### src/recorder_pkg.sv
package recorder_pkg;

	////////////////////////////////////////
	// Sizes and geometry
	////////////////////////////////////////

	// Keypad matrix, rows and columns
	localparam int KEYPAD_LINES = 4;

	// Recording address space
	localparam int ADDR_W = 16;
	localparam int NUM_TRACKS = 5;
	// Kept small so a region fills quickly
	localparam int TRACK_SPAN = 64;

	// Volume setting
	localparam int VOLUME_W = 3;

	// Debounce sampling
	localparam int DEBOUNCE_DIV = 4;
	localparam int DEBOUNCE_COUNT = 3;
	localparam int DEBOUNCE_DIV_W = $clog2(DEBOUNCE_DIV);
	localparam int DEBOUNCE_CNT_W = $clog2(DEBOUNCE_COUNT);

	////////////////////////////////////////
	// Types
	////////////////////////////////////////

	typedef logic [2:0] track_idx_t;
	typedef logic [NUM_TRACKS-1:0] track_mask_t;
	typedef logic [ADDR_W-1:0] addr_t;
	typedef logic [VOLUME_W-1:0] volume_t;

	// Loudest setting
	localparam volume_t VOLUME_MAX = '1;

	// Digits keep their own value as code
	typedef enum logic [3:0] {
		KEY_0 = 4'h0,
		KEY_1 = 4'h1,
		KEY_2 = 4'h2,
		KEY_3 = 4'h3,
		KEY_4 = 4'h4,
		KEY_5 = 4'h5,
		KEY_6 = 4'h6,
		KEY_A = 4'hA,
		KEY_B = 4'hB,
		KEY_NONE = 4'hF
	} key_t;

	typedef enum logic [3:0] {
		ST_INIT,
		ST_MENU,
		ST_RECORD_INIT,
		ST_RECORD,
		ST_END_RECORD,
		ST_DELETE_MENU,
		ST_DELETE,
		ST_DELETE_ALL,
		ST_MEM_FULL,
		ST_VOLUME,
		ST_VOLUME_UP,
		ST_VOLUME_DOWN
	} menu_state_t;

	// First address of a track region
	function automatic addr_t region_base(input track_idx_t idx);
		return addr_t'(idx) * addr_t'(TRACK_SPAN);
	endfunction

	// Last address of a track region
	function automatic addr_t region_limit(input track_idx_t idx);
		return region_base(idx) + addr_t'(TRACK_SPAN - 1);
	endfunction

endpackage
### src/recorder_top.sv
`timescale 1ns/1ps

module recorder_top (
	input logic pb_clk,
	input logic pb_reset,
	input logic [recorder_pkg::KEYPAD_LINES-1:0] kypd_row,
	input logic [recorder_pkg::KEYPAD_LINES-1:0] kypd_col,
	output recorder_pkg::menu_state_t menu_state,
	output recorder_pkg::volume_t volume,
	output recorder_pkg::track_mask_t track_valid,
	output logic mem_full,
	output logic recording,
	output recorder_pkg::addr_t rec_address
);
	import recorder_pkg::*;

	// Keypad path
	logic [KEYPAD_LINES-1:0] row_clean;
	logic [KEYPAD_LINES-1:0] col_clean;
	key_t key;
	logic key_press;

	// Directory and counter control
	logic alloc;
	logic alloc_ok;
	track_idx_t alloc_track;
	logic rec_start;
	logic rec_stop;
	logic rec_done;
	track_idx_t rec_track;
	addr_t end_address;
	logic del_one;
	logic del_all;
	track_idx_t del_track;

	////////////////////////////////////////
	// Keypad
	////////////////////////////////////////

	keypad_debounce debounce_i (
		.pb_clk(pb_clk),
		.pb_reset(pb_reset),
		.kypd_row(kypd_row),
		.kypd_col(kypd_col),
		.row_clean(row_clean),
		.col_clean(col_clean)
	);

	keypad_decoder decoder_i (
		.pb_clk(pb_clk),
		.pb_reset(pb_reset),
		.row_clean(row_clean),
		.col_clean(col_clean),
		.key(key),
		.key_press(key_press)
	);

	////////////////////////////////////////
	// Menu, directory and counter
	////////////////////////////////////////

	// Directory full flag is the memory-full indication
	recorder_menu menu_i (
		.pb_clk(pb_clk),
		.pb_reset(pb_reset),
		.key(key),
		.key_press(key_press),
		.alloc_ok(alloc_ok),
		.full(mem_full),
		.alloc_track(alloc_track),
		.rec_done(rec_done),
		.alloc(alloc),
		.rec_start(rec_start),
		.rec_stop(rec_stop),
		.del_one(del_one),
		.del_all(del_all),
		.rec_track(rec_track),
		.del_track(del_track),
		.volume(volume),
		.menu_state(menu_state)
	);

	track_directory directory_i (
		.pb_clk(pb_clk),
		.pb_reset(pb_reset),
		.alloc(alloc),
		.del_one(del_one),
		.del_all(del_all),
		.rec_done(rec_done),
		.del_track(del_track),
		.end_address(end_address),
		.alloc_ok(alloc_ok),
		.full(mem_full),
		.alloc_track(alloc_track),
		.track_valid(track_valid)
	);

	record_counter counter_i (
		.pb_clk(pb_clk),
		.pb_reset(pb_reset),
		.rec_start(rec_start),
		.rec_stop(rec_stop),
		.rec_track(rec_track),
		.recording(recording),
		.rec_done(rec_done),
		.rec_address(rec_address),
		.end_address(end_address)
	);

endmodule

### src/recorder_menu.sv
`timescale 1ns/1ps

module recorder_menu (
	input logic pb_clk,
	input logic pb_reset,
	input recorder_pkg::key_t key,
	input logic key_press,
	input logic alloc_ok,
	input logic full,
	input recorder_pkg::track_idx_t alloc_track,
	input logic rec_done,
	output logic alloc,
	output logic rec_start,
	output logic rec_stop,
	output logic del_one,
	output logic del_all,
	output recorder_pkg::track_idx_t rec_track,
	output recorder_pkg::track_idx_t del_track,
	output recorder_pkg::volume_t volume,
	output recorder_pkg::menu_state_t menu_state
);
	import recorder_pkg::*;

	track_idx_t sel_track;
	logic sel_ok;

	// Keys 1 to 5 name tracks 0 to 4
	always_comb begin
		sel_ok = 1'b1;
		case (key)
			KEY_1: sel_track = 3'd0;
			KEY_2: sel_track = 3'd1;
			KEY_3: sel_track = 3'd2;
			KEY_4: sel_track = 3'd3;
			KEY_5: sel_track = 3'd4;
			default: begin
				sel_track = 3'd0;
				sel_ok = 1'b0;
			end
		endcase
	end

	////////////////////////////////////////
	// Menu FSM
	////////////////////////////////////////

	always_ff @(posedge pb_clk or posedge pb_reset) begin
		if (pb_reset) begin
			menu_state <= ST_INIT;
			volume <= '0;
			alloc <= 1'b0;
			rec_start <= 1'b0;
			rec_track <= '0;
			del_track <= '0;
		end else begin
			alloc <= 1'b0;
			rec_start <= 1'b0;
			case (menu_state)
				ST_INIT: menu_state <= ST_MENU;
				// Main menu, one action per press
				ST_MENU: begin
					if (key_press) begin
						case (key)
							KEY_2: begin
								menu_state <= ST_RECORD_INIT;
								alloc <= 1'b1;
							end
							KEY_3: menu_state <= ST_DELETE_MENU;
							KEY_4: menu_state <= ST_DELETE_ALL;
							KEY_5: menu_state <= ST_VOLUME;
							default: menu_state <= ST_MENU;
						endcase
					end
				end
				// Answer comes the cycle after the request
				ST_RECORD_INIT: begin
					if (!alloc) begin
						if (alloc_ok) begin
							rec_track <= alloc_track;
							rec_start <= 1'b1;
							menu_state <= ST_RECORD;
						end else if (full) begin
							menu_state <= ST_MEM_FULL;
						end
					end
				end
				ST_RECORD: begin
					if (rec_done) begin
						menu_state <= ST_END_RECORD;
					end
				end
				ST_DELETE_MENU: begin
					if (key_press) begin
						if (sel_ok) begin
							del_track <= sel_track;
							menu_state <= ST_DELETE;
						end else if (key == KEY_0) begin
							menu_state <= ST_MENU;
						end
					end
				end
				ST_VOLUME: begin
					if (key_press) begin
						case (key)
							KEY_A: menu_state <= ST_VOLUME_UP;
							KEY_B: menu_state <= ST_VOLUME_DOWN;
							KEY_0: menu_state <= ST_MENU;
							default: menu_state <= ST_VOLUME;
						endcase
					end
				end
				// Volume saturates at both ends
				ST_VOLUME_UP: begin
					if (volume != VOLUME_MAX) begin
						volume <= volume + 1'b1;
					end
					menu_state <= ST_VOLUME;
				end
				ST_VOLUME_DOWN: begin
					if (volume != '0) begin
						volume <= volume - 1'b1;
					end
					menu_state <= ST_VOLUME;
				end
				// Single-cycle actions fall back to the main menu
				ST_END_RECORD, ST_DELETE, ST_DELETE_ALL, ST_MEM_FULL: menu_state <= ST_MENU;
				default: menu_state <= ST_INIT;
			endcase
		end
	end

	// Delete strobes last as long as their one-cycle states
	assign del_one = (menu_state == ST_DELETE);
	assign del_all = (menu_state == ST_DELETE_ALL);

	// Stop key only matters during a recording
	assign rec_stop = key_press && (key == KEY_0) && (menu_state == ST_RECORD);

endmodule

### src/record_counter.sv
`timescale 1ns/1ps

module record_counter (
	input logic pb_clk,
	input logic pb_reset,
	input logic rec_start,
	input logic rec_stop,
	input recorder_pkg::track_idx_t rec_track,
	output logic recording,
	output logic rec_done,
	output recorder_pkg::addr_t rec_address,
	output recorder_pkg::addr_t end_address
);
	import recorder_pkg::*;

	addr_t limit_addr;

	// Region limit latched with the start
	always_ff @(posedge pb_clk or posedge pb_reset) begin
		if (pb_reset) begin
			limit_addr <= '0;
		end else if (rec_start) begin
			limit_addr <= region_limit(rec_track);
		end
	end

	always_ff @(posedge pb_clk or posedge pb_reset) begin
		if (pb_reset) begin
			recording <= 1'b0;
			rec_done <= 1'b0;
			rec_address <= '0;
			end_address <= '0;
		end else begin
			rec_done <= 1'b0;
			if (rec_start) begin
				recording <= 1'b1;
				rec_address <= region_base(rec_track);
			end else if (recording) begin
				// Current address is written this cycle, so it is the last one
				if (rec_stop || (rec_address == limit_addr)) begin
					recording <= 1'b0;
					rec_done <= 1'b1;
					end_address <= rec_address;
				end else begin
					rec_address <= rec_address + 1'b1;
				end
			end
		end
	end

endmodule

### src/track_directory.sv
`timescale 1ns/1ps

module track_directory (
	input logic pb_clk,
	input logic pb_reset,
	input logic alloc,
	input logic del_one,
	input logic del_all,
	input logic rec_done,
	input recorder_pkg::track_idx_t del_track,
	input recorder_pkg::addr_t end_address,
	output logic alloc_ok,
	output logic full,
	output recorder_pkg::track_idx_t alloc_track,
	output recorder_pkg::track_mask_t track_valid
);
	import recorder_pkg::*;

	// End address of each recorded track
	addr_t end_addr [NUM_TRACKS];

	track_idx_t free_idx;
	logic free_any;

	////////////////////////////////////////
	// Lowest free track
	////////////////////////////////////////

	// Walk downward so the lowest free index wins
	always_comb begin
		free_idx = '0;
		free_any = 1'b0;
		for (int i = NUM_TRACKS - 1; i >= 0; i--) begin
			if (!track_valid[i]) begin
				free_idx = track_idx_t'(i);
				free_any = 1'b1;
			end
		end
	end

	////////////////////////////////////////
	// Valid bits and allocation
	////////////////////////////////////////

	always_ff @(posedge pb_clk or posedge pb_reset) begin
		if (pb_reset) begin
			track_valid <= '0;
			alloc_ok <= 1'b0;
			alloc_track <= '0;
		end else begin
			alloc_ok <= 1'b0;
			if (del_all) begin
				track_valid <= '0;
			end else if (del_one) begin
				track_valid[del_track] <= 1'b0;
			end else if (alloc && free_any) begin
				// Claim the region now, the end address follows later
				track_valid[free_idx] <= 1'b1;
				alloc_track <= free_idx;
				alloc_ok <= 1'b1;
			end
		end
	end

	// Region being recorded is the one last allocated
	always_ff @(posedge pb_clk or posedge pb_reset) begin
		if (pb_reset) begin
			for (int i = 0; i < NUM_TRACKS; i++) begin
				end_addr[i] <= '0;
			end
		end else if (rec_done) begin
			end_addr[alloc_track] <= end_address;
		end
	end

	// No free region left
	assign full = &track_valid;

endmodule

### src/keypad_decoder.sv
`timescale 1ns/1ps

module keypad_decoder (
	input logic pb_clk,
	input logic pb_reset,
	input logic [recorder_pkg::KEYPAD_LINES-1:0] row_clean,
	input logic [recorder_pkg::KEYPAD_LINES-1:0] col_clean,
	output recorder_pkg::key_t key,
	output logic key_press
);
	import recorder_pkg::*;

	key_t key_dec;

	// Exactly one row and one column, rows in the upper nibble
	always_comb begin
		case ({row_clean, col_clean})
			8'b0001_0001: key_dec = KEY_1;
			8'b0001_0010: key_dec = KEY_2;
			8'b0001_0100: key_dec = KEY_3;
			8'b0001_1000: key_dec = KEY_A;
			8'b0010_0001: key_dec = KEY_4;
			8'b0010_0010: key_dec = KEY_5;
			8'b0010_0100: key_dec = KEY_6;
			8'b0010_1000: key_dec = KEY_B;
			8'b1000_0001: key_dec = KEY_0;
			// Unused keys and multi-key chords
			default: key_dec = KEY_NONE;
		endcase
	end

	// Registered code doubles as the previous value for edge detection
	always_ff @(posedge pb_clk or posedge pb_reset) begin
		if (pb_reset) begin
			key <= KEY_NONE;
			key_press <= 1'b0;
		end else begin
			key <= key_dec;
			// Only a press out of the idle code counts
			key_press <= (key == KEY_NONE) && (key_dec != KEY_NONE);
		end
	end

endmodule

### src/keypad_debounce.sv
`timescale 1ns/1ps

module keypad_debounce (
	input logic pb_clk,
	input logic pb_reset,
	input logic [recorder_pkg::KEYPAD_LINES-1:0] kypd_row,
	input logic [recorder_pkg::KEYPAD_LINES-1:0] kypd_col,
	output logic [recorder_pkg::KEYPAD_LINES-1:0] row_clean,
	output logic [recorder_pkg::KEYPAD_LINES-1:0] col_clean
);
	import recorder_pkg::*;

	// All eight lines, rows in the low half
	logic [2*KEYPAD_LINES-1:0] raw_lines;
	logic [2*KEYPAD_LINES-1:0] clean_lines;

	logic [DEBOUNCE_DIV_W-1:0] div_cnt;
	logic sample_tick;

	assign raw_lines = {kypd_col, kypd_row};

	////////////////////////////////////////
	// Shared sampling tick
	////////////////////////////////////////

	always_ff @(posedge pb_clk or posedge pb_reset) begin
		if (pb_reset) begin
			div_cnt <= '0;
		end else begin
			div_cnt <= sample_tick ? '0 : div_cnt + 1'b1;
		end
	end

	assign sample_tick = (div_cnt == DEBOUNCE_DIV_W'(DEBOUNCE_DIV - 1));

	////////////////////////////////////////
	// One debouncer per line
	////////////////////////////////////////

	for (genvar i = 0; i < 2 * KEYPAD_LINES; i++) begin : g_line
		logic sync_meta;
		logic sync_q;
		logic clean_q;
		logic [DEBOUNCE_CNT_W-1:0] stable_cnt;

		always_ff @(posedge pb_clk or posedge pb_reset) begin
			if (pb_reset) begin
				sync_meta <= 1'b0;
				sync_q <= 1'b0;
				clean_q <= 1'b0;
				stable_cnt <= '0;
			end else begin
				// Two-stage synchronizer on the raw pin
				sync_meta <= raw_lines[i];
				sync_q <= sync_meta;
				if (sample_tick) begin
					// Any sample equal to the clean level restarts the count
					if (sync_q == clean_q) begin
						stable_cnt <= '0;
					end else if (stable_cnt == DEBOUNCE_CNT_W'(DEBOUNCE_COUNT - 1)) begin
						clean_q <= sync_q;
						stable_cnt <= '0;
					end else begin
						stable_cnt <= stable_cnt + 1'b1;
					end
				end
			end
		end

		assign clean_lines[i] = clean_q;
	end

	assign row_clean = clean_lines[KEYPAD_LINES-1:0];
	assign col_clean = clean_lines[2*KEYPAD_LINES-1:KEYPAD_LINES];

endmodule

### config.mk
export PLATFORM = sky130hd
export DESIGN_NAME = recorder_top
export DESIGN_NICKNAME = d
export VERILOG_FILES = /design/src/recorder_pkg.sv /design/src/recorder_top.sv /design/src/recorder_menu.sv /design/src/record_counter.sv /design/src/track_directory.sv /design/src/keypad_decoder.sv /design/src/keypad_debounce.sv
export SDC_FILE = /design/constraint.sdc
export NUM_CORES = 1
export LEC_CHECK = 0
export ABC_AREA = 1
export BUFFER_PORTS_ARGS = -buffer_cell sky130_fd_sc_hd__buf_4
export CORE_UTILIZATION = 30
export CTS_CLUSTER_DIAMETER = 30
export DETAILED_ROUTE_END_ITERATION = 8
export GPL_ROUTABILITY_DRIVEN = 0
export PLACE_DENSITY = 0.56
export SYNTH_ARGS = -nofsm -noshare
export SYNTH_HDL_FRONTEND = slang
export SYNTH_HIERARCHICAL = 1
export SYNTH_SLANG_ARGS = --single-unit
### constraint.sdc
create_clock -name pb_clk -period 3 [get_ports pb_clk]
set_input_delay 0.6 -clock pb_clk [delete_from_list [all_inputs] [get_ports pb_clk]]
set_output_delay 0.6 -clock pb_clk [all_outputs]
set_load 0.01 [all_outputs]
**Word level (Yosys, flattened, before mapping)**

Cells that the tools add are included.
Widths: inputs -> output; s select.

- Register bits: 105
- Bits of input ports: 10
- Output and inout port bits: 30

- Add/sub/neg operators: 13
- Order comparisons: 4
- Eq/ne operators: 58
- Multiplexer cells: 70
- Bitwise logic cells: 14
- Reductions and logical operators: 31

Operator list:

| cell | count |
|---|---|
| $mux 16 | 3 |
| $mux 4 | 9 |
| $pmux 4 s9 | 1 |
| $reduce_and 3->1 | 12 |
| $mux 2 | 17 |
| $eq 8x5->1 const B | 4 |
| $eq 8x6->1 const B | 4 |
| $eq 4x4->1 const B | 7 |
| $pmux 4 s7 | 1 |
| $eq 4x3->1 const B | 6 |
| $mux 1 | 23 |
| $mux 3 | 7 |
| $add 2x1->2 const B | 9 |
| $eq 2x2->1 const B | 9 |
| $add 16x1->16 const B | 1 |
| $eq 16x16->1 | 1 |
| $eq 4x2->1 const B | 4 |
| $pmux 4 s4 | 1 |
| $mux 5 | 3 |
| $pmux 3 s4 | 1 |
| $pmux 4 s3 | 1 |
| $not 1->1 | 11 |
| $add 9x6->10 const B | 1 |
| $ne 2x2->1 const B | 5 |
| 27 further kinds | 49 |

**Depth between registers and ports, before layout**

Gate-level depths: netlist of run 1.

- Word-level depth: 13
- Gate-level depth with buffers: 12
- Gate-level depth less buffers: 11

**Cells and area by module**

Netlist of run 1, hierarchy kept.

Modules (own cells, without submodules):

| module | instances | cells an instance | area each (um^2) |
|---|---|---|---|
| record_counter | 1 | 260 | 2038.2 |
| keypad_debounce | 1 | 187 | 1727.9 |
| recorder_menu | 1 | 153 | 1032.2 |
| track_directory | 1 | 81 | 544.3 |
| keypad_decoder | 1 | 55 | 361.6 |

**Worst setup path after synthesis of run 1**

No wires, ideal clock.

- Path type: register to register
- From: reg menu_i.menu_state[0]
- To: reg menu_i.volume[2]
- Library setup time: 0.117 ns
- Arrival time: 1.545 ns
- Data required time: 2.883 ns
- Setup slack: 1.338 ns
- Cell stages (with the launch flop): 10
- Buffers on the path: 1
- Path through: dfrtp_1 > clkbuf_8 > nand2_1 > nor2_1 > inv_1 > fa_1 > xnor2_1 > nand2_1 > nand2_1 > nand2_1

- Longest elaborated chain between the ends: 3

RTL lines:

| element | RTL line | RTL |
|---|---|---|
| start: declaration | recorder_menu.sv:20 | `output recorder_pkg::menu_state_t menu_state` |
| start signal: assignment | recorder_menu.sv:49 | `menu_state <= ST_INIT;` |
| start signal: assignment | recorder_menu.sv:59 | `ST_INIT: menu_state <= ST_MENU;` |
| start signal: assignment | recorder_menu.sv:65 | `menu_state <= ST_RECORD_INIT;` |
| $eq 4x4->1 | recorder_menu.sv:58 | `case (menu_state)` |
| $ne 2x1->1 (no line) or $reduce_bool 2->1 (tied branches) | n/a |  |
| $reduce_and 3->1 (no line) | n/a |  |
| end signal: assignment | recorder_menu.sv:115 | `volume <= volume + 1'b1;` |
| end signal: assignment | recorder_menu.sv:121 | `volume <= volume - 1'b1;` |
| end: declaration | recorder_menu.sv:19 | `output recorder_pkg::volume_t volume,` |

Several ways; a longest one is shown, not always the timed one.
A chain may end at the register's enable or synchronous reset.

**Final worst setup path of run 1**

- From: reg directory_i.track_valid[2]
- To: out mem_full

- Longest elaborated chain between the ends: 1

RTL lines:

| element | RTL line | RTL |
|---|---|---|
| start: declaration | track_directory.sv:15 | `output recorder_pkg::track_mask_t track_valid` |
| start signal: assignment | track_directory.sv:47 | `track_valid <= '0;` |
| start signal: assignment | track_directory.sv:53 | `track_valid <= '0;` |
| start signal: indexed assignment | track_directory.sv:55 | `track_valid[del_track] <= 1'b0;` |
| $reduce_and 5->1 | track_directory.sv:77 | `assign full = &track_valid;` |
| end: declaration | recorder_top.sv:11 | `output logic mem_full,` |

Every way passes these cells.

==> results of run 1 <==
where the power goes:
group	internal, mW	leakage, nW	switching (mW)
logic	0.276	1.61	0.451
registers	1.47	1.22	0.226
clock network	0.687	0.141	0.483
routing by layer:
metal	vias to the layer above	wire, um
met1	1858	4920
met4	0	170
met5	-	0
met2	57	4970
met3	12	408
li1	2162	-
metrics by stage:
stage | util (%) | power, mW
2_1_floorplan | - | 2.355
3_3_place_gp | 33.06 | 2.445
3_5_place_dp | 33.06 | 2.452
4_1_cts | 34.88 | 3.647
5_1_grt | 34.88 | 3.860
6_report | 34.88 | 3.590
layout make-up:
class	instances	area, sq um
fillers	1770	10800
flip-flops and latches	93	2332
multi-input cells	471	2228
inverters	90	339.1
repair buffers	41	307.8
well taps	220	275.3
clock buffers	12	256.5
clock inverters	3	45.04
path summary, 6_finish.rpt:
check                           cells past startpoint                               endpoint                                startpoint
worst max-delay path                                5                               mem_full    directory_i/track_valid[2]$_DFFE_PP0P_
worst min-delay path                                2          decoder_i/key_press$_DFF_PP0_                                  pb_reset
worst max register to register                      8   counter_i/rec_address[8]$_DFFE_PP0P_          menu_i/menu_state[2]$_DFFE_PP0P_
worst min register to register                      0  debounce_i/g_line[6].sync_q$_DFF_PP0_  debounce_i/g_line[6].sync_meta$_DFF_PP0_
max in group asynchronous                           2   counter_i/rec_address[2]$_DFFE_PP0P_                                  pb_reset
min in group pb_clk                                 0  debounce_i/g_line[6].sync_q$_DFF_PP0_  debounce_i/g_line[6].sync_meta$_DFF_PP0_
state kept, by name (all words and copies together) (netlist names), 2 cells and up:
name / cells
decoder_i/key: 4
menu_i/menu_state: 4
counter_i/limit_addr: 4
menu_i/del_track: 3
debounce_i/g_line.sync_q: 8
debounce_i/g_line.stable_cnt: 16
menu_i/rec_track: 3
menu_i/volume: 3
counter_i/rec_address: 16
directory_i/alloc_track: 3
directory_i/track_valid: 5
debounce_i/g_line.clean_q: 8
debounce_i/div_cnt: 2
debounce_i/g_line.sync_meta: 8
worst max-delay path: cells and delay by family, from the launching register on:
kind / cells / cell delay (ps)
simple gates: 3 / 410
flops: 1 / 460
buf+inv: 2 / 240
==> flow_summary.ini, run 1 <==
[sta]
worstMarginPinSlew_ps = 882.2
grt_setup_unrepaired = no
max_freq_mhz = 483.9
relSlewSlack_pct = 41.12
setup-violations-final = 0
hold-worst-slack_ps = 185.5
fin_crit_ps = 2067
hold_violations = 0
setup_tns_ps = 0
fin_crit_sh_pct = 68.89
slew_violations = 0
clock_skew_ps = 8.391
setup_slack_ps = 933.4

[global_route]
grt_pass1_wl_mm = 18.06
met3_usage_pct = 3.614
overflow = 0
grt_use_met2_pct = 21.25
grt_pass1_vias = 3778
top_usage_layer = met2
use_met1_pct = 16.31
grt.total_usage_pct = 12.98
antenna_found_initial = 0
grt_start_max_net_pins = 43

[outcome]
status = finished clean

[power_and_ir_drop]
vdd_drop_max_uv = 467.4
powerDensity_mw_per_mm2 = 620.7
leakagePower_nw = 2.963

[clock_tree]
ctsRootBufferMaster = clkbuf_16
cts_tree = done
htree_levels = 3
clock_latency_ps = 350
cts_hold_buf = 0
cts_setup_buffers = 0
cts_buffers = 9
cts.clk_slew.worst_paths_ps = 60
cts_resized = 0
cts.sinks = 93
clockBufferDepth = 2

[logic_synthesis]
syn_area_per_cell_sq_um = 7.496
yosys_warnings = 6
synth_nets = 692
synth_cells = 679
netlist_area_sq_mm = 0.005090

[critical_path]
cp.required_ps = 2400
slowest_stage = dfrtp_1
critPathMaxStageDelay_ps = 460
cp-end-kind = primary output
startpoint_type = flop
critPathKind = flop to primary output
path_cells = nand2_1, nor2_2, nand2_2, inv_1, buf_4
crit_arrival_ps = 1470
regToRegSetupSlack_ps = 1070
critPathMaxFanout = 7

[floorplan]
row_count = 47
core_area_sq_mm = 0.01658
die_width_um = 132.3
design.die.area_sq_mm = 0.01749
ios = 40
start_util_pct = 30.69
die_h_um = 132.3

[detailed_routing]
vias = 4089
first_iter_violations = 201
viasPerCell = 4.397
wl_mm = 10.47
dr.pass1.iters = 4
avgRoutedWirePerCell_um = 11.26
remaining_drc_errors = 0
detail-route-antenna-nets = 0

[place]
io_buffers = 39
hpwl_mm = 7.512
placed_cells = 915
post_dp_cell_area_sq_mm = 0.005483
preCtsSetupSlack_ps = 1084

[cells_and_area]
finalInstanceArea_sq_mm = 0.005784
insertedDiodeCount = 0
fin_cells = 930
num-nets-final = 719
final_common_cell = nand2_1
syn_to_final_growth_pct = 13.64
final_cell_mix = 217 x nand2_1, 89 x dfrtp_1, 81 x inv_1
drive_gt1_share_pct = 15.63

[job]
drv_cap = 0

[min_path]
hp-class = input port to async pin
Power figures use the tool's default switching activity.
==> run 2, diff against run 1 <==
ABC_AREA = 0   (was 1)
clock period = 2.1 ns   (was 3 ns; I/O delays follow)
==> run 2 against run 1 <==
Synthesized cell count fell by 33%. Sequential power rose by 45%. Non-clock buffer count rose by 25. Global-route usage fell by 0.066 points. Register-to-register slack got worse by 950 ps. Via count fell by 13%. Sequential share of layout area rose by 0.50 points. Clock power rose by 44%. Largest power group unchanged.
==> flow_summary.ini, run 2 <==
[outcome]
status = finished clean

[detailed_routing]
remaining_drc_errors = 0
avgRoutedWirePerCell_um = 13.69
viasPerCell = 4.961
dr.pass1.iters = 4
wl_mm = 9.814
vias = 3557
detail-route-antenna-nets = 0
first_iter_violations = 196

[floorplan]
core_area_sq_mm = 0.01543
row_count = 45
die_h_um = 128.8
die_width_um = 128.8
design.die.area_sq_mm = 0.01660
ios = 40
start_util_pct = 31.28

[sta]
grt_setup_unrepaired = no
fin_crit_sh_pct = 94.20
clock_skew_ps = 7.307
hold_violations = 0
worstMarginPinSlew_ps = 698.3
hold-worst-slack_ps = 9.428
fin_crit_ps = 1978
setup_tns_ps = 0
setup-violations-final = 0
setup_slack_ps = 121.8
relSlewSlack_pct = 53.45
max_freq_mhz = 505.5
slew_violations = 0

[place]
io_buffers = 39
placed_cells = 701
hpwl_mm = 7.123
preCtsSetupSlack_ps = 109.6

[clock_tree]
ctsRootBufferMaster = clkbuf_16
cts_buffers = 9
cts_tree = done
clockBufferDepth = 2
htree_levels = 3
cts.clk_slew.worst_paths_ps = 60
cts_hold_buf = 0
cts.sinks = 93
cts_setup_buffers = 0
clock_latency_ps = 350

[critical_path]
cp.required_ps = 2330
critPathMaxFanout = 31
critPathMaxStageDelay_ps = 530
cp-end-kind = flop
critPathKind = flop to flop
crit_arrival_ps = 2210
crit_family = simple AND/OR/NAND/NOR gates
path_buf_inv = 2
slowest_stage = or4_4
startpoint_type = flop
path_cells = or4_4, nor4_1, inv_1, o311ai_2, buf_12, nor3_1, o31a_1

[cells_and_area]
syn_to_final_growth_pct = 18.46
fin_cells = 717
insertedDiodeCount = 0
final_util_pct = 37.06
drive_gt1_share_pct = 24.90
final_common_cell = dfrtp_1
final_cell_mix = 88 x dfrtp_1, 64 x buf_4, 38 x inv_1
num-nets-final = 514
largest_registers = counter_i/rec_address: 16 flops, debounce_i/g_line.stable_cnt: 16 flops
nFillCells = 1561

[min_path]
hp-class = input port to async pin

[global_route]
antenna_found_initial = 0
grt_pass1_vias = 3555
grt_start_max_net_pins = 43
grt.total_usage_pct = 12.91
overflow = 0
grt_pass1_wl_mm = 17.07

[job]
drv_cap = 0

[power_and_ir_drop]
leakagePower_nw = 2.449
vdd_drop_max_uv = 554.3
powerDensity_mw_per_mm2 = 973.3

[logic_synthesis]
netlist_area_sq_mm = 0.004826
yosys_warnings = 6
synth_cells = 455
synth_nets = 468
syn_area_per_cell_sq_um = 10.61
run 2: timing repair:
item	4_1_cts	5_1_grt
hold endpoints to repair	0	0
gates resized for setup	0	1
setup endpoints to repair	0	2
run 2: worst reg2reg max path: cells and delay by family, from the launching register on:
family / cells / cell delay, ps
AOI/OAI and AO/OA: 2 / 360
DFF: 1 / 370
and+or+nand+nor: 3 / 810
buffers and inverters: 2 / 330
run 2: power by group:
| part | total (mW) | internal (mW) | switching, mW |
|---|---|---|---|
| Sequential | 2.45 | 2.08 | 0.371 |
| Clock | 1.68 | 1.01 | 0.667 |
| Combinational | 1.43 | 0.718 | 0.711 |
run 2: worst paths after layout:
check                                                          from                                             end  slack [ps]  depth (start not counted)
min in group pb_clk                                     kypd_row[3]        debounce_i/g_line[3].sync_meta$_DFF_PP0_         180                          1
setup reg to reg                         decoder_i/key[3]$_DFF_PP1_            counter_i/rec_address[7]$_DFFE_PP0P_         120                          7
setup / recovery                         decoder_i/key[3]$_DFF_PP1_            counter_i/rec_address[7]$_DFFE_PP0P_         120                          7
max in group asynchronous                                  pb_reset  debounce_i/g_line[5].stable_cnt[1]$_DFFE_PP0N_        1480                          3
hold reg to reg            debounce_i/g_line[0].sync_meta$_DFF_PP0_           debounce_i/g_line[0].sync_q$_DFF_PP0_         350                          0
hold / removal                                             pb_reset                   decoder_i/key_press$_DFF_PP0_           9                          2
run 2: area by class of cell:
class / count / area, sq um / area share [%]
clock buffers: 12 / 266.5 / 4.662
clock inverters: 4 / 45.04 / 0.7879
inverters: 38 / 142.6 / 2.495
multi-input cells: 293 / 2145 / 37.51
flip-flops and latches: 93 / 2333 / 40.82
well taps: 211 / 264.0 / 4.618
repair buffers: 66 / 520.5 / 9.105
run 2: metrics by stage:
step	power, mW	instance area [sq um]
after floorplan	3.640	4826
after global placement	3.840	5404
after detailed placement	3.905	5404
after CTS	5.634	5715
after global routing	5.905	5717
final	5.564	5717
run 2: layer usage:
metal	part of all wire, %	GRT usage [%]
met3	3.5	3.119
met2	49	22.67
met4	1.3	4.360
met1	46	15.43
met5	0	0
